===== config.mk =====
export PLATFORM = sky130hd
export DESIGN_NAME = timer_compare
export DESIGN_NICKNAME = d
export VERILOG_FILES = /design/src/clint_pkg.sv /design/src/timer_compare.sv
export VERILOG_INCLUDE_DIRS = /design/src /design/src/src
export SDC_FILE = /design/constraint.sdc
export NUM_CORES = 1
export LEC_CHECK = 0
export BUFFER_PORTS_ARGS = -buffer_cell sky130_fd_sc_hd__buf_2
export CAP_MARGIN = 20
export CORE_ASPECT_RATIO = 1.1
export CORE_MARGIN = 1.5
export CORE_UTILIZATION = 42
export CTS_CLUSTER_SIZE = 10
export DETAILED_ROUTE_END_ITERATION = 16
export MAX_ROUTING_LAYER = met4
export PLACE_DENSITY = 0.83
export SLEW_MARGIN = 40
export SYNTH_ARGS = -nofsm -noshare
export SYNTH_HDL_FRONTEND = slang
export SYNTH_SLANG_ARGS = --single-unit

===== constraint.sdc =====
create_clock -name aclk -period 1.1 [get_ports aclk]
set_input_delay 0.11 -clock aclk [delete_from_list [all_inputs] [get_ports aclk]]
set_output_delay 0.11 -clock aclk [all_outputs]
set_load 0.01 [all_outputs]

===== src/clint_defines.svh =====
////////////////////////////////////////
// Bus widths, register map and synchronizer depth of the CLINT
// Included by the package and by every block that needs a constant
////////////////////////////////////////

`ifndef CLINT_DEFINES_SVH
`define CLINT_DEFINES_SVH

// Peripheral bus widths
`define CLINT_ADDRW 16
`define CLINT_XLEN 32

// Flip-flop stages between the rtc pin and the aclk domain
`define CLINT_SYNC_DEPTH 2

// Register byte offsets, sized to the bus address width
`define CLINT_OFS_MSIP 16'h0000
`define CLINT_OFS_MTIME_LO 16'h0004
`define CLINT_OFS_MTIME_HI 16'h0008
`define CLINT_OFS_MTIMECMP_LO 16'h000C
`define CLINT_OFS_MTIMECMP_HI 16'h0010

`endif


===== src/clint_pkg.sv =====
////////////////////////////////////////
// Shared bus types and enums of the CLINT
////////////////////////////////////////

`include "clint_defines.svh"

package clint_pkg;

    // Peripheral bus fields
    typedef logic [`CLINT_ADDRW-1:0] addr_t;
    typedef logic [`CLINT_XLEN-1:0] data_t;
    typedef logic [`CLINT_XLEN/8-1:0] strb_t;

    // Machine time is 64 bits wide whatever the bus width
    typedef logic [63:0] time_t;

    // Register selected by the bus address
    typedef enum logic [2:0] {
        REG_MSIP,
        REG_MTIME_LO,
        REG_MTIME_HI,
        REG_MTIMECMP_LO,
        REG_MTIMECMP_HI,
        REG_NONE
    } clint_reg_e;

    // Slave handshake state
    typedef enum logic {
        ST_IDLE,
        ST_READY
    } bus_state_e;

endpackage


===== src/timer_compare.sv =====
////////////////////////////////////////
// Registered MTIME against MTIMECMP compare
// driving the machine timer interrupt
////////////////////////////////////////

`timescale 1ns/100ps

module timer_compare (
    input  logic             aclk,
    input  logic             aresetn,
    input  logic             bus_busy,
    input  clint_pkg::time_t mtime,
    input  clint_pkg::time_t mtimecmp,
    output logic             timer_irq
);

    logic cmp_enabled;
    logic time_reached;

    assign cmp_enabled  = (mtimecmp != '0);
    // Both operands are unsigned 64-bit values
    assign time_reached = (mtime >= mtimecmp);

    // The interrupt keeps its level while the bus is being accessed
    always_ff @(posedge aclk or negedge aresetn) begin
        if (!aresetn) begin
            timer_irq <= 1'b0;
        end else if (!bus_busy) begin
            timer_irq <= cmp_enabled && time_reached;
        end
    end

endmodule


== Word level (Yosys, flattened, before mapping) ==
Index checks and enable logic that the tools add are counted.

* Bits of input ports: 131
* Register bits after elaboration: 1

* Reduce and logical (&&, ||, !) cells: 2
* $lt $le $gt $ge: 1

{| class="wikitable"
|+ Operators with widths
! kind !! number
|-
| greater-or-equal comparator 64 bit || 1
|-
| nonzero test 64 bit || 1
|-
| logical AND 1 bit || 1
|}

== Depth between registers and ports, before layout ==
Gate-level depths: netlist of run 1.

* Depth in word-level cells: 2
* Mapped depth: 9

== Worst setup path after synthesis of run 1 ==
Ideal clock, no wire load.

* Path type: input to register
* Start: input port mtimecmp[61]
* End: register timer_irq
* Path buffers: 0
* Stages on the path: 9
* Required time: 1.026 ns
* Setup slack: -0.539 ns
* Arrival: 1.565 ns
* Cell sequence: inv_1 > ha_1 > nand4_1 > or3_1 > nor3_1 > nand3_1 > nor3_1 > nand2_1 > o21ai_2

* Longest elaborated chain between the ends: 2
* Elaborated cells on any way between the ends: 3

{| class="wikitable"
|+ Ends and longest elaborated chain
! item !! RTL line !! text
|-
| from (decl) || timer_compare.sv:13 || <nowiki>input clint_pkg::time_t mtimecmp,</nowiki>
|-
| greater-or-equal comparator 64 bit / nonzero test 64 bit (equally long branches) || timer_compare.sv:22, timer_compare.sv:20 ||
|-
| logical AND 1 bit (*) || timer_compare.sv:29 || <nowiki>timer_irq <= cmp_enabled && time_reached;</nowiki>
|-
| to (signal assigned) || timer_compare.sv:29 ||
|-
| to (decl) || timer_compare.sv:14 || <nowiki>output logic timer_irq</nowiki>
|}

Every way passes the cells marked *; elsewhere a longest branch is shown, timed or not.
A chain may end at the register's enable or synchronous reset.

== Worst setup path in the final report of run 1 ==
* Start: input port mtimecmp[38]
* End: register timer_irq

The elaborated chain is that of the path after synthesis.

==> results of run 1 <==
per-layer routing:
metal / track usage / share of wire / vias to the layer above
met5: - / 0 / -
met4: 0.0347 / 0.011 / 0
met3: 0.0314 / 0.059 / 8
met2: 0.493 / 0.54 / 82
met1: 0.254 / 0.39 / 1081
li1: - / - / 1214
power breakdown:
part | switching (uW) | internal [uW] | leakage [uW]
sequential | 2.64 | 42.4 | 0.0000114
clock | 0 | 0 | 0
combinational | 454 | 486 | 0.00168
total | 456 | 528 | 0.00169
cells by family (layout without fill, tap and decap cells):
kind of cell | after synthesis | after routing | synth area share
flops | 1 | 1 | 0.0141
simple gates | 69 | 69 | 0.220
buf+inv | 64 | 220 | 0.135
fa+ha+maj | 64 | 64 | 0.450
compound gates | 50 | 50 | 0.174
mux | 1 | 1 | 0.00633
worst reg2reg max path: stages, from the launching register on:
cell and delay (ns):
dfrtp_1 0.36, mux2_2 0.29, o31ai_2 0.07, o21ai_2 0.08
through the flow:
stage / hold WS [ns] / instances / cell area [um^2] / setup slack (ns) / power, uW
6_report: 0.433 / 457 / 2860 / -0.652 / 985
3_5_place_dp: -0.109 / 456 / 2710 / -0.767 / 912
2_1_floorplan: -0.186 / 249 / 1810 / -0.390 / 456
3_3_place_gp: -0.107 / 456 / 2710 / -0.755 / 869
5_1_grt: 0.451 / 457 / 2860 / -0.745 / 1100
4_1_cts: 0.436 / 457 / 2790 / -0.663 / 946
timing repair:
item | CTS | global route
hold buffers | 1 | 0
endpoints found under the hold margin | 1 | 0
pin swaps | 3 | 4
resized for setup | 12 | 12
setup endpoints to repair | 1 | 1
gates cloned | 0 | 0
cells in the final DEF, fill, tap and decap left out, types with 2 or more instances in the layout:
cell type,netlist,layout
buf_2,0,130
ha_1,64,62
nand2_1,10,9
inv_1,64,63
o31ai_2,1,2
nor4_1,16,6
nor2b_1,2,2
nand3_1,9,8
o21ai_1,0,2
nor4_4,0,3
ha_4,0,2
nor4_2,1,8
a21boi_0,2,2
buf_4,0,25
a21oi_1,22,21
nand4_1,14,14
a21o_1,4,4
nor2_1,9,9
a211oi_1,4,3
o21ai_0,8,6
final cells by class:
cell class	instances	area, um^2
multi-input cells	184	1680
fillers	331	1160
repair buffers	156	848
inverters	64	240
well taps	52	65.1
flip-flops and latches	1	25.0
path summary, 6_finish.rpt:
path | startpoint | to | slack (ns) | depth (start not counted)
hold reg to reg | timer_irq | timer_irq | 0.65 | 3
setup / recovery | mtimecmp[38] | timer_irq | -0.65 | 11
max in group asynchronous | aresetn | timer_irq | 0.58 | 2
hold / removal | aresetn | timer_irq | 0.43 | 2
min in group aclk | bus_busy | timer_irq | 0.49 | 5
setup reg to reg | timer_irq | timer_irq | 0.18 | 3
==> metrics.yaml, run 1 <==
wire_per_inst_um: 12.9
port_buffers: 131
p_leak_uw: 0.00169
cp-start-kind: "input port"
ys_seq_elements: 1
finalSetupViolCount: 1
fin_crit_ns: 1.75
synth-main-ff-cell: "dfrtp_1"
grt_max_degree: 4
max_stage_delay_ns: 0.29
grt_pass1_vias: 2371
top_regs: "timer_irq: 1 flops"
num_io_pins: 132
tightest_slew_ns: 0.369
crit_arrival_ns: 1.62
yosys.area.top_type: "ha_1"
vdd_drop_max_mv: 0.187
post-route-period-util: 1.59
gr-total-overflow: 0
die_w_um: 65.0
largest_register_ffs: 1
largest-register: "timer_irq"
fin_util: 0.711
synth-edff-count: 0
yosysWarnings: 0
drive_above_1_share: 0.452
required_ns: 0.97
gp_congestion: 0.895
die_area_um2: 4630
drc: 0
syn2layout_area_growth_pct: 60.9
drtIter0Drc: 53
tns_ns: -0.652
path_buf_inv: 3
async_flop_share: 1.00
fmax_ghz: 0.571
syn_area_per_cell_um2: 7.14
grt_pass1_wl_mm: 9.15
slew_headroom: 0.752
synth_area_leaders: "ha_1 45%, inv_1 14%, a21oi_1 6.2%"
clock_skew_ns: 0
fp-row-count: 24
endpoint_kind: "flip-flop"
setup_slack_ns: -0.652
syn-num-nets: 444
ys_types: 32
crit_fanout: 3
vias: 2385
critPathTopFamily: "simple AND/OR/NAND/NOR gates"
core-area_um2: 4020
diodes: 0
nets: 602
clkLatencyLatePin_ns: 0
start_util: 0.442
drv_cap: 0
syn_inst: 249
rsz0062_at_grt: "true"
path_cells: "buf_2 -> inv_1 -> ha_1 -> and4_1 -> nand2_2 -> buf_4 -> a21oi_1 -> a21oi_1 -> nand4_1 -> a31oi_1 -> o21ai_2"
hold_viol_final: 0
antenna_found_initial: 0
path_clk_slew_ns: 0
hold_path_class: "in -> async"
violations: "setup timing"
grt_usage: 0.245
drtPass1Iterations: 4
routed_wirelength_mm: 5.90
crit_path_top_delay_cell: "ha_1"
cp_common_cell: "a21oi_1"
p_per_area_nw_per_um2: 344
hpwl_mm: 5.33
seq_area_frac_synth: 0.0141
postRouteAntennaNets: 0
crit_type: "in -> reg"
routed_via_density: 5.22
status: "finished with violations"
synth_common_cells: "64 x ha_1, 64 x inv_1, 22 x a21oi_1, 16 x nor4_1, 14 x nand4_1"
syn_area_um2: 1780
postCtsSetupBuffers: 0
die_h_um: 71.2
final-max-slew-violation-count: 0
yosys.area.top_type_share: 0.450
No activity file was read; power rests on OpenSTA's default activity.
==> run 2, diff against run 1 <==
--- a/config.mk
+++ b/config.mk
@@ -8,5 +8,4 @@
 export LEC_CHECK = 0
 export BUFFER_PORTS_ARGS = -buffer_cell sky130_fd_sc_hd__buf_2
-export CAP_MARGIN = 20
 export CORE_ASPECT_RATIO = 1.1
 export CORE_MARGIN = 1.5
==> constraint.sdc (replaced) <==
create_clock -name aclk -period 1.1 [get_ports aclk]
set_input_delay 0.055 -clock aclk [delete_from_list [all_inputs] [get_ports aclk]]
set_output_delay 0.055 -clock aclk [all_outputs]
set_load 0.01 [all_outputs]
==> run 2 against run 1 <==
The run still ends with setup timing left. Critical path type unchanged. Die area stayed put. Wire length is 0.17% higher. Total power is 1.2% lower. Maximum frequency is 2.2% higher. Highest routed layer unchanged. Via count is 1.3% lower. Worst hold slack worse by 0.048 ns. Combinational power is 1% lower. Largest power group unchanged. Critical endpoint unchanged. Cell area is 0.17% lower. Critical path depth is 4 lower. Sequential share of layout area hardly changed.
==> metrics.yaml, run 2 (synthesis gave the netlist of run 1 again) <==
highest_layer: "met4"  # unchanged
routed_via_density: 5.15  # was 5.22
final_cell_area_um2: 2860  # about the same
start_util: 0.442  # unchanged
fin_util: 0.710  # was 0.711
dp_worst_setup_slack_ns: -0.706  # was -0.767 ns
grt_pass1_vias: 2293  # was 2371
die_h_um: 71.2  # unchanged
antenna_found_initial: 0  # unchanged
clock_skew_ns: 0  # unchanged
hold_viol_final: 0  # unchanged
wl_met2_mm: 3.15  # was 3.18 mm
rsz0062_at_grt: "true"  # unchanged
postRouteAntennaNets: 0  # unchanged
power_frac_seq: 0.046  # about the same
fmax_ghz: 0.583  # was 0.571 GHz
hold_path_class: "in -> async"  # unchanged
grt_pass1_wl_mm: 9.06  # was 9.15 mm
fp-row-count: 24  # unchanged
routed_wirelength_mm: 5.91  # was 5.90 mm
vdd_drop_max_mv: 0.162  # was 0.187 mV
combPwrFrac: 0.954  # about the same
clkLatencyLatePin_ns: 0  # about the same
crit_fanout: 2  # was 3
slew_headroom: 0.730  # was 0.752
mostFrequentLayoutCells: "130 x buf_2, 62 x ha_1, 61 x inv_1, 24 x buf_4, 22 x a21oi_1"  # was 130 x buf_2, 63 x inv_1, 62 x ha_1, 25 x buf_4, 21 x a21oi_1
largest-register: "timer_irq"  # unchanged
syn2layout_area_growth_pct: 60.7  # was 60.9%
core-area_um2: 4020  # unchanged
tightest_slew_ns: 0.401  # was 0.369 ns
power.share.switching: 0.463  # was 0.464
power_switching_uw: 450  # was 456 uW
largest_register_ffs: 1  # unchanged
gr-total-overflow: 0  # unchanged
drv_cap: 0  # unchanged
grt_max_degree: 4  # unchanged
met1_length_mm: 2.31  # unchanged
multi_input_area_um2: 1670  # was 1680 um^2
nets: 602  # unchanged
tns_ns: -0.615  # was -0.652 ns
post-route-period-util: 1.56  # was 1.59
status: "finished with violations"  # unchanged
final-max-slew-violation-count: 0  # unchanged
fillers: 343  # was 331
layout.cells.most_common: "buf_2"  # unchanged
p_leak_uw: 0.00170  # was 0.00169 uW
cp-start-kind: "input port"  # unchanged
drtIter0Drc: 63  # was 53
finalSetupViolCount: 1  # unchanged
violations: "setup timing"  # unchanged
p_int_uw: 523  # was 528 uW
drtPass1Iterations: 4  # unchanged
port_buffers: 131  # unchanged
clock_power_share: 0  # about the same
crit_arrival_ns: 1.59  # was 1.62 ns
vias: 2353  # was 2385
path_clk_slew_ns: 0  # about the same
totalPowerFinal_uw: 973  # was 985 uW
gp_congestion: 0.896  # was 0.895
place_area_um2: 2710  # unchanged
crit_type: "in -> reg"  # unchanged
top_regs: "timer_irq: 1 flops"  # unchanged
hpwl_mm: 5.30  # was 5.33 mm
setup_slack_ns: -0.615  # was -0.652 ns
met3WireLength_um: 318  # was 347 um
wire_per_inst_um: 12.9  # about the same
die_w_um: 65.0  # unchanged
num_io_pins: 132  # unchanged
endpoint_kind: "flip-flop"  # unchanged
drive_above_1_share: 0.447  # was 0.452
ff_latch_area_um2: 25.0  # unchanged
diodes: 0  # unchanged
required_ns: 0.97  # about the same
drc: 0  # unchanged
grt_usage: 0.245  # unchanged
postCtsSetupBuffers: 0  # unchanged
p_per_area_nw_per_um2: 341  # was 344 nW/um^2
fin_crit_ns: 1.72  # was 1.75 ns
die_area_um2: 4630  # unchanged
[run 2: cell counts in the layout (fill, tap and decap cells not counted)]
Identical to the previous run, type by type.
[run 2: layer usage]
metal | track usage | up-vias
li1 | - | 1213
met1 | 0.269 | 1038
met2 | 0.487 | 87
met3 | 0.0126 | 15
met4 | 0.0394 | 0
met5 | - | -
[run 2: area by class of cell]
| class | instances | share of cell area |
|---|---|---|
| inverters | 64 | 0.0841 |
| multi-input cells | 184 | 0.586 |
| flip-flops and latches | 1 | 0.00876 |
| well taps | 52 | 0.0228 |
| repair buffers | 156 | 0.298 |
[run 2: power by group through the flow]
stage | clock network, uW | logic, uW | registers [uW]
finish | 0 | 928 | 44.8
detailed placement | 0 | 867 | 44.5
CTS | 0 | 906 | 44.5
global route | 0 | 1040 | 45.7
floorplan | 0 | 409 | 47.0
global placement | 0 | 824 | 44.5
[run 2: critical path: stages]
cell,delay [ns]
buf_2,0.12
nor4_4,0.30
nand4_1,0.16
or4_1,0.51
mux2_4,0.29
o31ai_2,0.07
o21ai_2,0.08
[run 2: worst paths after layout]
check,endpoint,from,cells past startpoint,slack (ns)
max in group asynchronous,timer_irq,aresetn,2,0.63
min in group aclk,timer_irq,bus_busy,5,0.46
hold / removal,timer_irq,aresetn,2,0.38
setup reg to reg,timer_irq,timer_irq,3,0.20
setup / recovery,timer_irq,mtimecmp[56],7,-0.62
hold reg to reg,timer_irq,timer_irq,3,0.63
[run 2: per-stage QoR]
stage	cells	hold WS, ns
4_1_cts	457	0.393
6_report	457	0.385
2_1_floorplan	249	-0.241
5_1_grt	457	0.400
3_3_place_gp	456	-0.162
3_5_place_dp	456	-0.164
[run 2: repair_timing]
| item | CTS | global route |
|---|---|---|
| hold endpoints to repair | 1 | 0 |
| endpoints found under the setup margin | 1 | 1 |
| hold buffers | 1 | 0 |
| gates resized for setup | 15 | 9 |
| pin swaps | 4 | 4 |
==> run 3, diff against run 2 <==
Settings changed: RECOVER_POWER set to 50.
==> run 3 against run 2 <==
Sequential share of layout area hardly changed. Global-route usage stayed put. Die area stayed put. Register-to-register slack hardly changed. Clock skew stayed put. Critical endpoint unchanged. The flow still finishes with violations (setup timing). Highest routed layer unchanged. Sequential power hardly changed. Via count hardly changed.
==> metrics.yaml, run 3 (synthesis gave the netlist of run 1 again) <==
port_buffers: 131  # unchanged
violations: "setup timing"  # unchanged
num_io_pins: 132  # unchanged
start_util: 0.442  # unchanged
antenna_found_initial: 0  # unchanged
hold_path_class: "in -> async"  # unchanged
p_leak_uw: 0.00170  # about the same
endpoint_kind: "flip-flop"  # unchanged
wire_per_inst_um: 12.9  # about the same
slew_headroom: 0.730  # unchanged
final-max-slew-violation-count: 0  # unchanged
gp_congestion: 0.896  # unchanged
crit_type: "in -> reg"  # unchanged
drtIter0Drc: 63  # unchanged
grt_max_degree: 4  # unchanged
routed_via_density: 5.15  # about the same
reg2reg_to: "timer_irq"  # unchanged
grt_most_used_layer: "met2"  # unchanged
vias: 2355  # was 2353
holdWs_ns: 0.381  # was 0.385 ns
crit_path_start: "mtimecmp[56]"  # unchanged
clock_skew_ns: 0  # unchanged
postCtsSetupBuffers: 0  # unchanged
use_met2: 0.487  # unchanged
gr-total-overflow: 0  # unchanged
post-route-period-util: 1.56  # unchanged
fp-row-count: 24  # unchanged
r2r_cells: 3  # unchanged
grt_pass1_wl_mm: 9.06  # unchanged
postRouteAntennaNets: 0  # unchanged
setup_slack_ns: -0.615  # unchanged
layout.cells.most_common: "buf_2"  # unchanged
place_area_um2: 2710  # unchanged
status: "finished with violations"  # unchanged
hold_viol_final: 0  # unchanged
drc: 0  # unchanged
die_h_um: 71.2  # unchanged
drv_cap: 0  # unchanged
largest-register: "timer_irq"  # unchanged
fin_crit_ns: 1.72  # unchanged
die_w_um: 65.0  # unchanged
nets: 602  # unchanged
tns_ns: -0.615  # unchanged
tightest_slew_ns: 0.401  # unchanged
grtUsageMet1: 0.269  # unchanged
path_clk_slew_ns: 0  # about the same
p_per_area_nw_per_um2: 341  # about the same
syn2layout_area_growth_pct: 60.6  # was 60.7%
die_area_um2: 4630  # unchanged
r2r-start: "timer_irq"  # unchanged
diodes: 0  # unchanged
drtPass1Iterations: 4  # unchanged
r2r_slack_ns: 0.20  # about the same
routed_wirelength_mm: 5.91  # about the same
clkLatencyLatePin_ns: 0  # about the same
largest_register_ffs: 1  # unchanged
core-area_um2: 4020  # unchanged
grt_pass1_vias: 2293  # unchanged
finalSetupViolCount: 1  # unchanged
fmax_ghz: 0.583  # unchanged
mostFrequentLayoutCells: "129 x buf_2, 62 x ha_1, 61 x inv_1, 24 x buf_4, 22 x a21oi_1"  # was 130 x buf_2, 62 x ha_1, 61 x inv_1, 24 x buf_4, 22 x a21oi_1
final_cell_area_um2: 2860  # about the same
crit_fanout: 2  # unchanged
hpwl_mm: 5.30  # unchanged
drive_above_1_share: 0.444  # was 0.447
grt_usage: 0.245  # unchanged
vdd_drop_max_mv: 0.162  # about the same
cp-start-kind: "input port"  # unchanged
required_ns: 0.97  # about the same
met3_usage: 0.0126  # unchanged
rsz0062_at_grt: "true"  # unchanged
crit_arrival_ns: 1.59  # about the same
top_regs: "timer_irq: 1 flops"  # unchanged
## run 3: cell count changes in the layout (fill, tap and decap cells not counted)
| cell | delta |
|---|---|
| buf_1 | +1 |
| buf_2 | -1 |
## run 3: through the flow
stage | setup WS, ns | total power (uW) | cells | util
after floorplan | -0.335 | 456 | 249 | -
after global placement | -0.700 | 869 | 456 | 0.673
after detailed placement | -0.706 | 912 | 456 | 0.673
after CTS | -0.622 | 951 | 457 | 0.698
after global routing | -0.678 | 1090 | 457 | 0.710
final | -0.615 | 973 | 457 | 0.710
## run 3: layout make-up
class                      count  area (um^2)
inverter                      64          240
timing repair buffer         156          851
sequential                     1         25.0
fill                         342         1170
tap                           52         65.1
multi-input combinational    184         1670
## run 3: power by group
part	switching, uW	internal [uW]	total [uW]	leakage (uW)
clock network	0	0	0	0
registers	2.41	42.4	44.8	0.0000114
logic	448	480	928	0.00169
total	450	523	973	0.00170
## run 3: layer usage
layer | share of wire | vias to the layer above
met5 | 0 | -
met4 | 0.022 | 0
met3 | 0.054 | 15
met2 | 0.53 | 87
met1 | 0.39 | 1040
li1 | - | 1213
## run 3: worst max-delay path, stage by stage
cell	delay, ns
buf_2	0.12
nor4_4	0.30
nand4_1	0.16
or4_1	0.51
mux2_4	0.29
o31ai_2	0.07
o21ai_2	0.08
## run 3: what timing repair did
action / 4_1_cts / 5_1_grt
resized for setup: 15 / 9
pin swaps: 4 / 4
hold buffers: 1 / 0
hold endpoints to repair: 1 / 0
setup endpoints to repair: 1 / 1
## run 3: worst max path at each step
stage                     end  cells past startpoint
floorplan           timer_irq                      6
global placement    timer_irq                     10
detailed placement  timer_irq                      7
CTS                 timer_irq                     10
global route        timer_irq                      7
finish              timer_irq                      7
