File: config.mk
export PLATFORM = sky130hd
export DESIGN_NAME = clint_regs
export DESIGN_NICKNAME = d
export VERILOG_FILES = /design/src/clint_pkg.sv /design/src/clint_regs.sv
export VERILOG_INCLUDE_DIRS = /design/src /design/src/src
export SDC_FILE = /design/constraint.sdc
export NUM_CORES = 1
export LEC_CHECK = 0
export BUFFER_PORTS_ARGS = -buffer_cell sky130_fd_sc_hd__buf_2
export CORE_MARGIN = 2
export CORE_UTILIZATION = 48
export CTS_CLUSTER_DIAMETER = 200
export DETAILED_ROUTE_END_ITERATION = 10
export GPL_TIMING_DRIVEN = 0
export PLACE_DENSITY = 0.95
export SLEW_MARGIN = 20
export SYNTH_ARGS = -nofsm -noshare
export SYNTH_HDL_FRONTEND = slang
export SYNTH_SLANG_ARGS = --single-unit
File: constraint.sdc
create_clock -name aclk -period 4.86 [get_ports aclk]
set_input_delay 0.486 -clock aclk [delete_from_list [all_inputs] [get_ports aclk]]
set_output_delay 0.486 -clock aclk [all_outputs]
set_load 0.005 [all_outputs]
File: src/clint_defines.svh
////////////////////////////////////////
// Bus widths, register map and synchronizer depth of the CLINT
// Included by the package and by every block that needs a constant
////////////////////////////////////////

`ifndef CLINT_DEFINES_SVH
`define CLINT_DEFINES_SVH

// Peripheral bus widths
`define CLINT_ADDRW 16
`define CLINT_XLEN 32

// Flip-flop stages between the rtc pin and the aclk domain
`define CLINT_SYNC_DEPTH 2

// Register byte offsets, sized to the bus address width
`define CLINT_OFS_MSIP 16'h0000
`define CLINT_OFS_MTIME_LO 16'h0004
`define CLINT_OFS_MTIME_HI 16'h0008
`define CLINT_OFS_MTIMECMP_LO 16'h000C
`define CLINT_OFS_MTIMECMP_HI 16'h0010

`endif

File: src/clint_pkg.sv
////////////////////////////////////////
// Shared bus types and enums of the CLINT
////////////////////////////////////////

`include "clint_defines.svh"

package clint_pkg;

    // Peripheral bus fields
    typedef logic [`CLINT_ADDRW-1:0] addr_t;
    typedef logic [`CLINT_XLEN-1:0] data_t;
    typedef logic [`CLINT_XLEN/8-1:0] strb_t;

    // Machine time is 64 bits wide whatever the bus width
    typedef logic [63:0] time_t;

    // Register selected by the bus address
    typedef enum logic [2:0] {
        REG_MSIP,
        REG_MTIME_LO,
        REG_MTIME_HI,
        REG_MTIMECMP_LO,
        REG_MTIMECMP_HI,
        REG_NONE
    } clint_reg_e;

    // Slave handshake state
    typedef enum logic {
        ST_IDLE,
        ST_READY
    } bus_state_e;

endpackage

File: src/clint_regs.sv
////////////////////////////////////////
// Bus slave of the CLINT, holds MSIP and MTIMECMP
// and forwards MTIME writes to the time counter
////////////////////////////////////////

`timescale 1ns/100ps

`include "clint_defines.svh"

module clint_regs (
    input  logic             aclk,
    input  logic             aresetn,
    // Peripheral bus
    input  logic             slv_en,
    input  logic             slv_wr,
    input  clint_pkg::addr_t slv_addr,
    input  clint_pkg::data_t slv_wdata,
    input  clint_pkg::strb_t slv_strb,
    output clint_pkg::data_t slv_rdata,
    output logic             slv_ready,
    // Time counter side
    input  clint_pkg::time_t mtime,
    output clint_pkg::time_t mtimecmp,
    output logic             mtime_wr_lo,
    output logic             mtime_wr_hi,
    output clint_pkg::data_t mtime_wdata,
    output clint_pkg::strb_t mtime_strb,
    output logic             bus_busy,
    // Software interrupt, the MSIP bit itself
    output logic             sw_irq
);

    import clint_pkg::*;

    clint_reg_e reg_sel;
    bus_state_e state;
    logic       req;
    data_t      rd_word;

    // Merge the strobed byte lanes of a new word into an old one
    function automatic data_t merge_bytes(input data_t old_word, input data_t new_word,
                                          input strb_t strb);
        data_t merged;
        merged = old_word;
        for (int i = 0; i < $bits(strb_t); i++) begin
            if (strb[i]) begin
                merged[8*i +: 8] = new_word[8*i +: 8];
            end
        end
        return merged;
    endfunction

    ////////////////////////////////////////
    // Address decode and handshake
    ////////////////////////////////////////

    always_comb begin
        case (slv_addr)
            `CLINT_OFS_MSIP:        reg_sel = REG_MSIP;
            `CLINT_OFS_MTIME_LO:    reg_sel = REG_MTIME_LO;
            `CLINT_OFS_MTIME_HI:    reg_sel = REG_MTIME_HI;
            `CLINT_OFS_MTIMECMP_LO: reg_sel = REG_MTIMECMP_LO;
            `CLINT_OFS_MTIMECMP_HI: reg_sel = REG_MTIMECMP_HI;
            default:                reg_sel = REG_NONE;
        endcase
    end

    // A request is served on the edge that raises slv_ready
    assign req       = slv_en && (state == ST_IDLE);
    assign slv_ready = (state == ST_READY);
    assign bus_busy  = slv_en;

    always_ff @(posedge aclk or negedge aresetn) begin
        if (!aresetn) begin
            state <= ST_IDLE;
        end else begin
            case (state)
                ST_IDLE:  state <= slv_en ? ST_READY : ST_IDLE;
                ST_READY: state <= ST_IDLE;
                default:  state <= ST_IDLE;
            endcase
        end
    end

    ////////////////////////////////////////
    // Register writes
    ////////////////////////////////////////

    always_ff @(posedge aclk or negedge aresetn) begin
        if (!aresetn) begin
            sw_irq   <= 1'b0;
            mtimecmp <= '0;
        end else if (req && slv_wr) begin
            case (reg_sel)
                REG_MSIP: begin
                    if (slv_strb[0]) begin
                        sw_irq <= slv_wdata[0];
                    end
                end
                REG_MTIMECMP_LO: begin
                    mtimecmp[0 +: `CLINT_XLEN] <=
                        merge_bytes(mtimecmp[0 +: `CLINT_XLEN], slv_wdata, slv_strb);
                end
                REG_MTIMECMP_HI: begin
                    mtimecmp[`CLINT_XLEN +: `CLINT_XLEN] <=
                        merge_bytes(mtimecmp[`CLINT_XLEN +: `CLINT_XLEN], slv_wdata, slv_strb);
                end
                default: ;
            endcase
        end
    end

    // MTIME itself lives in the counter
    assign mtime_wr_lo = req && slv_wr && (reg_sel == REG_MTIME_LO);
    assign mtime_wr_hi = req && slv_wr && (reg_sel == REG_MTIME_HI);
    assign mtime_wdata = slv_wdata;
    assign mtime_strb  = slv_strb;

    ////////////////////////////////////////
    // Read data
    ////////////////////////////////////////

    always_comb begin
        case (reg_sel)
            REG_MSIP:        rd_word = {{(`CLINT_XLEN-1){1'b0}}, sw_irq};
            REG_MTIME_LO:    rd_word = mtime[0 +: `CLINT_XLEN];
            REG_MTIME_HI:    rd_word = mtime[`CLINT_XLEN +: `CLINT_XLEN];
            REG_MTIMECMP_LO: rd_word = mtimecmp[0 +: `CLINT_XLEN];
            REG_MTIMECMP_HI: rd_word = mtimecmp[`CLINT_XLEN +: `CLINT_XLEN];
            default:         rd_word = '0;
        endcase
    end

    always_ff @(posedge aclk) begin
        if (req) begin
            slv_rdata <= rd_word;
        end
    end

endmodule

---- After elaboration in Yosys (flattened, before gate mapping) ----
Index checks and enable logic that the tools add are counted.
storage, ports and cells
  logic and storage cells ................. 39
  bits of input ports ..................... 120
  output and inout bits ................... 137
  bits in registers ....................... 98
cells by class
  bitwise operators ....................... 1
  equality and inequality tests ........... 8
  reductions and logical operators ........ 15
  mux-type cells .......................... 4
operators with widths
  operator                                                                count
  32-bit case mux with 5 select lines                                     1
  16-bit by 4-bit equality test with 1-bit output, second input constant  2
  3-bit AND reduction                                                     9
  16-bit by 3-bit equality test with 1-bit output, second input constant  1
  16-bit by 5-bit equality test with 1-bit output, second input constant  1
  16-bit zero test                                                        1
  3-bit case mux with 5 select lines                                      1
  3-bit by 2-bit equality test with 1-bit output, second input constant   2
  1-bit logical AND                                                       4
  3-bit by 1-bit equality test with 1-bit output, second input constant   1
  3-bit equality test, second input constant                              1
  3-bit zero test                                                         1
  1-bit case mux with 2 select lines                                      1
  1-bit two-way mux                                                       1
  1-bit NOT                                                               1

---- Logic depth before layout (Yosys ltp) ----
Gate-level depths: netlist of the first run.
  depth after elaboration ................. 4
  gate-level depth with buffers ........... 6
  mapped depth without buffers ............ 4

---- Worst setup path before layout of the first run ----
No wires, ideal clock.
  kind .................................... in2reg
  from .................................... input slv_en
  to ...................................... register slv_rdata[0], enable pin
  arrival ................................. 1.959 ns
  stages .................................. 1
  setup slack ............................. 2.475 ns
  buffers on the path ..................... 0
  data required time ...................... 4.434 ns
  library setup time ...................... 0.426 ns
  path through ............................ nor2b_1
between the ends
  longest elaborated chain between the ends .. 1
RTL lines
  what                  RTL line           RTL
  from (decl)           clint_regs.sv:14   input logic slv_en,
  1-bit logical AND     clint_regs.sv:69   assign req = slv_en && (state == ST_IDLE);
  to (signal assigned)  clint_regs.sv:136  slv_rdata <= rd_word;
  to (decl)             clint_regs.sv:19   output clint_pkg::data_t slv_rdata,
No other way between the ends.
A chain may end at the register's enable or synchronous reset.

---- Worst setup path after layout of the first run ----
  from .................................... input slv_addr[4]
  to ...................................... output mtime_wr_hi
between the ends
  longest elaborated chain between the ends .. 4
  elaborated cells on any way between the ends .. 8
  classes of those cells .................. eq/ne: 5; mux: 1; reduce/logical: 2
RTL lines
  what                                                                     RTL line           RTL
  from (decl)                                                              clint_regs.sv:16   input clint_pkg::addr_t slv_addr,
  16-bit by 5-bit equality test with 1-bit output (tied with other cells)  clint_regs.sv:58   case (slv_addr)
  3-bit case mux with 5 select lines *                                     clint_regs.sv:58
  3-bit by 2-bit equality test with 1-bit output *                         clint_regs.sv:115  assign mtime_wr_hi = req && slv_wr && (reg_sel == REG_MTIME_HI);
  1-bit logical AND *                                                      clint_regs.sv:115
  to (decl)                                                                clint_regs.sv:25   output logic mtime_wr_hi,
Mark *: on every way between the ends. The rest lies on a longest branch, timed or not.

==> qor.csv, run 1 <==
stage,metric,value,unit
worst_setup_path,crit path max fanout,10,
synth,Syn Nets,473,
clock_network,CTS Buf Count,9,
power,Pwr Total,1.49,mW
clock_network,Root Driver,clkbuf_8,
sta,total negative slack,0,ns
placement,I/O Buffers,256,
synth,"area leader, netlist",dfrtp_1,
final_layout,layout cell share with drive strength beyond 1,63.4,%
floorplanning,die area,10500,sq um
worst_setup_path,Crit-path slowest cell,or4_1,
worst_setup_path,"delay-heaviest family, CP",simple AND/OR/NAND/NOR gates,
sta,Final WS setup,1.91,ns
flow_run,Max Cap Viol,0,
synth,post-synthesis sequential area ratio,56.2,%
floorplanning,core area,9330,sq um
detailed_routing,DR pass1 iterations,5,
worst_setup_path,CP Data Required Time,4.37,ns
placement,Placed Cells,739,
floorplanning,initial core utilization,49.9,%
synth,largest cells by area after synthesis,"dfrtp_1 36%, edfxtp_1 21%, mux2_2 15%",
detailed_routing,DR DRC count,0,
clock_network,CTS tree,yes,
synth,Synth top area share,35.5,%
clock_network,PostCTS Resize Cnt,0,
global_routing,first-pass GRT wire length,20500,microns
synth,syn_area_per_cell,13.2,sq um
worst_setup_path,R2R Setup Slk,2.71,ns
worst_setup_path,crit path launch,slv_addr[4],
clock_network,worst skew pair latency,0.35,ns
detailed_routing,drt wl/cell,18.6,microns
global_routing,vias in the first global route,4035,
final_layout,Final Util,67.6,%
power,Leak Pwr,3.42,nW
sta,Final Setup Violations,0,
detailed_routing,DRT antenna net count,0,
sta,Worst Tran Pin Value,0.867,ns
worst_setup_path,RR Endpoint,mtimecmp[32],
clock_network,CTS max path bufs,2,
final_layout,Antenna Cells,0,
synth,commonest register cell after synthesis,dfrtp_1,
floorplanning,die width,102,microns
worst_setup_path,"Critical Path, Cell by Cell",buf_2 -> or4_1 -> nor4_2 -> buf_2 -> and2_1 -> buf_2,
sta,Clock Skew,0.0124,ns
final_layout,non-filler instance count after layout,755,
hold_path,Hold Crit Class,in -> async,
placement,gpl congestion,0.808,
worst_setup_path,stages on the worst setup path,6,
global_routing,initial antenna violation count,0,
clock_network,# clock sinks,98,
worst_setup_path,Crit path buffers/inverters,3,
power,Max IR drop VDD,154,uV
sta,fin crit period,2.95,ns
synth,Ys Warns,0,
worst_setup_path,CP peak stage delay,0.62,ns
worst_setup_path,cell mode on critical path,buf_2,
floorplanning,FP Rows,35,
synth,Post-synth EDFFs,32,
floorplanning,io pins,257,
detailed_routing,post-DR vias/cell,5.41,
synth,Syn Inst Count,353,
clock_network,H-tree level count,3,
detailed_routing,Post-Route WL,14000,microns
worst_setup_path,crit path launch type,primary input,
detailed_routing,Initial DRC Count,94,
global_routing,largest net degree at the start of global routing,67,
sta,Final Cycle Share,60.7,%
placement,Placement Setup Slack,1.90,ns
synth,Post-Syn Area,4650,sq um
synth,ys async rst share,67.3,%
worst_setup_path,CP Capture Type,output port,
power,P per Cell Area,237,nW/um^2
placement,DP HPWL,10800,microns
synth,flop and latch count out of synthesis,98,
sta,Fin. Hold Viols,0,
clock_network,Worst-path clk slew,0.10,ns
synth,Yosys cell types,30,
worst_setup_path,worst setup path endpoint,mtime_wr_hi,
status,outcome,"complete, no violations",
detailed_routing,vias,4082,
global_routing,global route overflow,0,
clock_network,number of buffers inserted by hold repair at cts,0,
worst_setup_path,FF-to-FF path depth,5,
clock_network,Post-CTS Setup Inserts,0,
worst_setup_path,FF-to-FF Start,slv_ready,
final_layout,nets,741,
sta,Highest Clock Rate,339,MHz
floorplanning,height of the die,102,microns
sta,Max transition margin,42.2,%
global_routing,GR Util All Layers,25.8,%
sta,RSZ-0062 raised after global routing,false,
worst_setup_path,Setup CP Type,in -> out,
worst_setup_path,worst path arrival time,2.46,ns
sta,max-slew violations,0,
final_layout,Area Overhead vs Synth,35.5,%
[cell usage in the layout, fill, tap and decap left out, types with 2 or more instances in the layout]
master,instances
edfxtp_1,32
clkinvlp_4,4
nand2_1,32
mux2_1,4
nor4_1,3
nor4_2,4
buf_2,265
or4b_2,2
or4_4,2
nand4_1,3
a22oi_1,62
nand3_1,5
and2_1,2
and3_1,3
mux2_2,61
buf_4,40
clkbuf_1,7
nor2_2,4
and3b_1,2
clkbuf_8,9
dfrtp_1,66
[stage by stage]
step,cell area (sq um),hold WS [ns]
finish,6300,0.238
global route,6300,0.291
CTS,6300,0.251
detailed placement,6130,0.514
global placement,6090,0.500
floorplan,4650,0.190
[worst min path at each step]
stage,to,slack (ns)
final,mtimecmp[59],0.24
after global routing,mtimecmp[29],0.29
after detailed placement,mtimecmp[0],0.51
after CTS,mtimecmp[59],0.25
after global placement,mtimecmp[25],0.50
after floorplan,mtimecmp[0],0.19
[cell usage after synthesis (3+ instances only)]
cell type / n
nand4_1: 3
and3_1: 3
nor4_2: 4
buf_2: 10
edfxtp_1: 32
mux2_2: 61
nand3_1: 5
nand2_1: 32
nor2_2: 4
mux2_1: 4
nor4_1: 3
clkbuf_1: 5
a22oi_1: 62
dfrtp_1: 66
buf_4: 39
[routing by layer]
metal | global-route usage [%] | routed length (microns) | up-vias
li1 | - | - | 1841
met1 | 30.2 | 5280 | 2002
met2 | 47.0 | 7520 | 222
met3 | 5.75 | 1080 | 17
met4 | 8.10 | 171 | 0
met5 | 0 | 0 | -
[registers in the layout, indices dropped and copies added, names as in the netlist]
| register | count |
|---|---|
| sw_irq | 1 |
| slv_ready | 1 |
| mtimecmp | 64 |
| slv_rdata | 32 |
[cell families after synthesis]
family	synth area share (%)
AO/OA/AOI/OAI	10.1
buffers and inverters	7.78
flip-flops	56.2
multiplexers	16.2
AND/OR/NAND/NOR	9.71
[power breakdown]
part | internal, mW | total, mW | switching (mW)
Combinational | 0.0787 | 0.151 | 0.0722
Sequential | 0.864 | 0.868 | 0.00385
Clock | 0.189 | 0.472 | 0.283
[layout make-up]
type	instances	area [sq um]
buffer	54	362
clock buffer	11	131
clock inverter	5	38.8
fill	706	3030
multi-input combinational	201	1680
sequential	98	2610
tap	129	161
timing repair buffer	257	1310
[worst reg2reg max path: stages, from the launching register on]
cell and delay, ns:
dfrtp_1 0.43, and3b_1 0.23, clkbuf_1 0.37, nand3_1 0.15, nor2_2 0.46, mux2_2 0.40
Power figures use the tool's default switching activity.
==> inputs of run 2 (changes only) <==
- CORE_UTILIZATION: 48 -> 45
- PLACE_DENSITY: 0.95 -> 0.91
- clock period: 4.86 -> 2.8 ns (I/O delays scaled with it)
==> qor.csv, run 2 (synthesized netlist as in run 1, its figures left out) <==
stage,metric,value,unit,change
clock_network,Root Driver,clkbuf_8,,
placement,Placement Setup Slack,0.195,ns,-1.70 ns
worst_setup_path,crit path max fanout,10,,unchanged
detailed_routing,Initial DRC Count,264,,+180%
clock_network,number of buffers inserted by hold repair at cts,0,,unchanged
worst_setup_path,cell mode on critical path,buf_2,,
final_layout,FILL cells,830,,+18%
floorplanning,initial core utilization,45.7,%,-4.2 points
final_layout,Top reg by flops,mtimecmp,,
worst_setup_path,CP peak stage delay,0.63,ns,about the same
sta,max-slew violations,0,,unchanged
final_layout,Area Overhead vs Synth,36.2,%,
detailed_routing,Post-Route WL,14000,microns,-0.26%
sta,Fin. Hold Viols,0,,unchanged
worst_setup_path,Crit path buffers/inverters,3,,unchanged
detailed_routing,DR DRC count,0,,unchanged
sta,RSZ-0062 raised after global routing,false,,
detailed_routing,drt wl/cell,18.4,microns,-1.3%
final_layout,"commonest non-fill, non-tap cell in the layout",buf_2,,
worst_setup_path,Crit-path slowest cell,nor4_2,,
global_routing,GR Util All Layers,24.9,%,-0.95 points
floorplanning,die width,106,microns,+3.2%
global_routing,initial antenna violation count,1,,+1
sta,WHS,0.0175,ns,-0.220 ns
clock_network,CTS tree,yes,,
sta,Final Cycle Share,92.1,%,
worst_setup_path,Setup CP Type,in -> out,,
hold_path,Hold Crit Class,in -> async,,
placement,I/O Buffers,256,,unchanged
final_layout,layout cell share with drive strength beyond 1,63.6,%,+0.16 points
placement,gpl congestion,0.823,,+1.9%
placement,DP HPWL,10800,microns,+0.36%
worst_setup_path,crit path launch type,primary input,,
worst_setup_path,crit path launch,slv_addr[4],,
power,Leak Pwr,3.43,nW,+0.49%
placement,Placed Cells,746,,+0.95%
final_layout,most frequent cells in the layout,"265 x buf_2, 66 x dfrtp_1, 62 x a22oi_1",,
power,clock group share of total power,33.9,%,+2.2 points
clock_network,CTS max path bufs,2,,unchanged
global_routing,vias in the first global route,4163,,+3.2%
clock_network,worst skew pair latency,0.36,ns,about the same
worst_setup_path,CP Capture Type,output port,,
sta,Final Setup Violations,0,,unchanged
sta,total negative slack,0,ns,unchanged
worst_setup_path,FF-to-FF Start,slv_ready,,
floorplanning,core area,10200,sq um,+9.2%
power,Max IR drop VDD,291,uV,+88%
clock_network,PostCTS Resize Cnt,0,,unchanged
final_layout,non-filler instance count after layout,763,,+1.1%
clock_network,# clock sinks,98,,unchanged
sta,fin crit period,2.58,ns,
clock_network,H-tree level count,3,,unchanged
final_layout,nets,741,,unchanged
clock_network,Post-CTS Setup Inserts,0,,unchanged
power,Switching Fraction,23.2,%,-0.87 points
global_routing,first-pass GRT wire length,21400,microns,+4.3%
sta,Worst Tran Pin Value,0.849,ns,-0.0176 ns
floorplanning,height of the die,106,microns,+3.2%
worst_setup_path,worst path arrival time,2.30,ns,-0.16 ns
power,Int Pwr,2.05,mW,+81%
clock_network,CTS Buf Count,9,,unchanged
detailed_routing,DRT antenna net count,0,,unchanged
final_layout,max reg flops,64,,unchanged
power,Combinational Power Share,9.7,%,-0.4 points
sta,Final WS setup,0.221,ns,-1.69 ns
power,P per Cell Area,422,nW/um^2,+78%
sta,Max transition margin,43.4,%,+1.2 points
final_layout,Regs by FF count,"mtimecmp (64), slv_rdata (32)",,
floorplanning,die area,11200,sq um,+6.4%
sta,Highest Clock Rate,388,MHz,
worst_setup_path,CP Data Required Time,2.52,ns,-1.85 ns
floorplanning,FP Rows,37,,+5.7%
detailed_routing,post-DR vias/cell,5.33,,-1.4%
final_layout,Final Util,62.2,%,-5.3 points
detailed_routing,DR pass1 iterations,5,,unchanged
power,NetSw,620,uW,+73%
global_routing,largest net degree at the start of global routing,67,,unchanged
floorplanning,io pins,257,,unchanged
power,sequential power share,56.3,%,-1.9 points
worst_setup_path,"delay-heaviest family, CP",simple AND/OR/NAND/NOR gates,,
sta,Clock Skew,0.0178,ns,+0.00537 ns
clock_network,Worst-path clk slew,0.10,ns,about the same
final_layout,register area,2610,sq um,unchanged
final_layout,area of the multi-input gates,1680,sq um,unchanged
status,outcome,"complete, no violations",,
flow_run,Max Cap Viol,0,,unchanged
global_routing,global route overflow,0,,unchanged
worst_setup_path,"Critical Path, Cell by Cell",buf_2 -> or4_1 -> nor4_2 -> buf_2 -> and2_1 -> buf_2,,
detailed_routing,vias,4066,,-0.39%
## run 2: cell count changes in the layout (fill, tap and decap cells not counted), sizes merged
cell	before	now
clkinv	0	1
clkinvlp	4	3
diode	0	1
clkbuf	16	15
bufinv	0	1
## run 2: cell type report
class                           count  share of cell area [%]
Multi-Input combinational cell    201                    26.6
Clock inverter                      6                    1.05
Clock buffer                       10                    2.01
Tap cell                          136                    2.69
Buffer                             54                    5.71
Sequential cell                    98                    41.2
Antenna cell                        1                  0.0395
Timing Repair Buffer              257                    20.7
## run 2: power groups by stage
stage | Sequential [mW] | Combinational (mW) | Clock, mW
final | 1.51 | 0.260 | 0.906
after global routing | 1.51 | 0.282 | 0.986
after CTS | 1.51 | 0.261 | 0.925
after detailed placement | 1.54 | 0.260 | 0
after global placement | 1.54 | 0.243 | 0
after floorplan | 1.54 | 0.0678 | 0
## run 2: worst paths after layout
| check | end | slack [ns] | cells after the start |
|---|---|---|---|
| min | mtimecmp[30] | 0.02 | 1 |
| max reg2reg | mtimecmp[49] | 0.61 | 5 |
| max in group asynchronous | mtimecmp[41] | 2.22 | 1 |
| min in group aclk | mtimecmp[1] | 0.18 | 2 |
| min reg2reg | mtimecmp[26] | 0.53 | 1 |
| max | mtime_wr_hi | 0.22 | 6 |
## run 2: through the flow
step	area (sq um)	total power, mW
after floorplan	4650	1.61
after global placement	6100	1.78
after detailed placement	6140	1.80
after CTS	6330	2.69
after global routing	6340	2.78
final	6340	2.67
## run 2: per-layer routing
layer	up-vias	wire, microns	track usage [%]	share of wire [%]
met3	13	1080	5.26	7.7
met1	1994	5320	29.2	38
met2	224	7470	45.8	53
met5	-	0	0	0
met4	0	144	6.95	1.0
li1	1835	-	-	-
==> inputs of run 3 (changes only) <==
- CORE_UTILIZATION: 45 -> 40
- PLACE_DENSITY: 0.91 -> 0.83
==> qor.csv, run 3 (synthesized netlist as in run 1, its figures left out) <==
stage,metric,value,unit,change
worst_setup_path,CP Data Required Time,2.52,ns,about the same
flow_run,Max Cap Viol,0,,unchanged
detailed_routing,DRT antenna net count,0,,unchanged
worst_setup_path,crit path max fanout,10,,unchanged
clock_network,CTS max path bufs,2,,unchanged
clock_network,Worst-path clk slew,0.07,ns,-0.03 ns
final_layout,Antenna Cells,0,,-1
power,P per Cell Area,467,nW/um^2,+11%
sta,Highest Clock Rate,396,MHz,+2.2%
clock_network,Post-CTS Setup Inserts,0,,unchanged
power,Leak Pwr,3.50,nW,+1.8%
power,Pwr Total,3.01,mW,+13%
final_layout,Area Overhead vs Synth,38.7,%,
placement,gpl congestion,0.822,,-0.12%
sta,WHS,0.0335,ns,+0.0161 ns
sta,fin crit period,2.52,ns,-0.0564 ns
sta,Worst Tran Pin Value,0.845,ns,-0.00397 ns
floorplanning,io pins,257,,unchanged
final_layout,non-filler instance count after layout,769,,+0.79%
final_layout,FILL cells,999,,+20%
clock_network,# clock sinks,98,,unchanged
final_layout,max reg flops,64,,unchanged
worst_setup_path,CP Capture Type,output port,,
placement,DP HPWL,10500,microns,-3.5%
clock_network,PostCTS Resize Cnt,0,,unchanged
final_layout,Top reg by flops,mtimecmp,,
placement,I/O Buffers,256,,unchanged
detailed_routing,drt wl/cell,17.7,microns,-3.5%
floorplanning,initial core utilization,40.9,%,-4.8 points
worst_setup_path,worst path arrival time,2.24,ns,-0.06 ns
global_routing,first-pass GRT wire length,21000,microns,-2.0%
final_layout,area of the multi-input gates,1680,sq um,unchanged
hold_path,Hold Crit Class,in -> async,,
placement,Placed Cells,753,,+0.94%
floorplanning,core area,11400,sq um,+12%
final_layout,nets,741,,unchanged
sta,Max transition margin,43.7,%,+0.26 points
clock_network,CTS Buf Count,9,,unchanged
global_routing,GR Util All Layers,21.2,%,-3.7 points
worst_setup_path,crit path launch type,primary input,,
sta,Clock Skew,0.00915,ns,-0.00865 ns
detailed_routing,vias,4012,,-1.3%
status,outcome,"complete, no violations",,
clock_network,H-tree level count,3,,unchanged
worst_setup_path,crit path launch,slv_addr[4],,
clock_network,number of buffers inserted by hold repair at cts,0,,unchanged
clock_network,CTS tree,yes,,
power,Max IR drop VDD,377,uV,+30%
detailed_routing,DR DRC count,0,,unchanged
final_layout,most frequent cells in the layout,"265 x buf_2, 66 x dfrtp_1, 62 x a22oi_1",,
sta,Fin. Hold Viols,0,,unchanged
final_layout,"commonest non-fill, non-tap cell in the layout",buf_2,,
sta,Final Cycle Share,90.1,%,-2.0 points
floorplanning,height of the die,112,microns,+5.8%
sta,Final Setup Violations,0,,unchanged
final_layout,layout cell share with drive strength beyond 1,63.6,%,unchanged
detailed_routing,Initial DRC Count,160,,-39%
global_routing,vias in the first global route,4134,,-0.70%
sta,RSZ-0062 raised after global routing,false,,
floorplanning,die area,12500,sq um,+12%
global_routing,largest net degree at the start of global routing,67,,unchanged
sta,max-slew violations,0,,unchanged
floorplanning,FP Rows,39,,+5.4%
worst_setup_path,Setup CP Type,in -> out,,
global_routing,initial antenna violation count,0,,-1
clock_network,Root Driver,clkbuf_16,,
floorplanning,die width,112,microns,+5.8%
worst_setup_path,FF-to-FF Start,slv_ready,,
global_routing,global route overflow,0,,unchanged
final_layout,register area,2610,sq um,unchanged
detailed_routing,Post-Route WL,13600,microns,-2.7%
clock_network,worst skew pair latency,0.33,ns,-0.03 ns
detailed_routing,post-DR vias/cell,5.22,,-2.1%
detailed_routing,DR pass1 iterations,5,,unchanged
worst_setup_path,R2R Setup Slk,0.61,ns,about the same
final_layout,Regs by FF count,"mtimecmp (64), slv_rdata (32)",,
[run 3: cell count changes in the layout (fill, tap and decap cells not counted)]
| cell | delta |
|---|---|
| clkbuf_16 | +9 |
| diode_2 | -1 |
| clkinvlp_4 | -3 |
| clkbuf_8 | -8 |
| clkinv_4 | +2 |
[run 3: cell type report]
| cell class | count | area share, % |
|---|---|---|
| repair buffers | 257 | 20.3 |
| clock buffers | 11 | 3.76 |
| plain buffers | 54 | 5.60 |
| flip-flops and latches | 98 | 40.5 |
| clock inverters | 5 | 0.950 |
| well taps | 143 | 2.77 |
| multi-input cells | 201 | 26.1 |
[run 3: worst max-delay path: stages]
cell,delay (ns)
buf_2,0.14
or4_1,0.63
nor4_2,0.55
buf_2,0.37
and2_1,0.16
buf_2,0.10
[run 3: metal layers]
layer / share of wire [%] / global-route usage, %
met1: 37 / 24.0
met2: 54 / 39.1
met3: 8.1 / 5.66
met4: 0.98 / 6.01
met5: 0 / 0
[run 3: worst paths after layout]
| kind | to | depth (start not counted) |
|---|---|---|
| max | mtime_wr_hi | 6 |
| min | mtimecmp[8] | 1 |
| max reg2reg | mtimecmp[52] | 5 |
| min reg2reg | mtimecmp[8] | 1 |
| max in group asynchronous | mtimecmp[62] | 1 |
| min in group aclk | mtimecmp[21] | 2 |
[run 3: through the flow]
step / setup TNS [ns] / utilization, % / setup slack, ns / instance area [sq um]
after global routing: 0 / 56.8 / 0.126 / 6450
after CTS: 0 / 56.8 / 0.231 / 6450
after global placement: -13.82 / 53.7 / -0.425 / 6110
after detailed placement: 0 / 54.1 / 0.229 / 6150
final: 0 / 56.8 / 0.278 / 6450
after floorplan: 0 / - / 0.501 / 4650
[run 3: where the power goes]
group	internal, mW	switching [mW]
logic	0.136	0.120
clock network	0.723	0.528
registers	1.50	0.00605
total	2.36	0.655
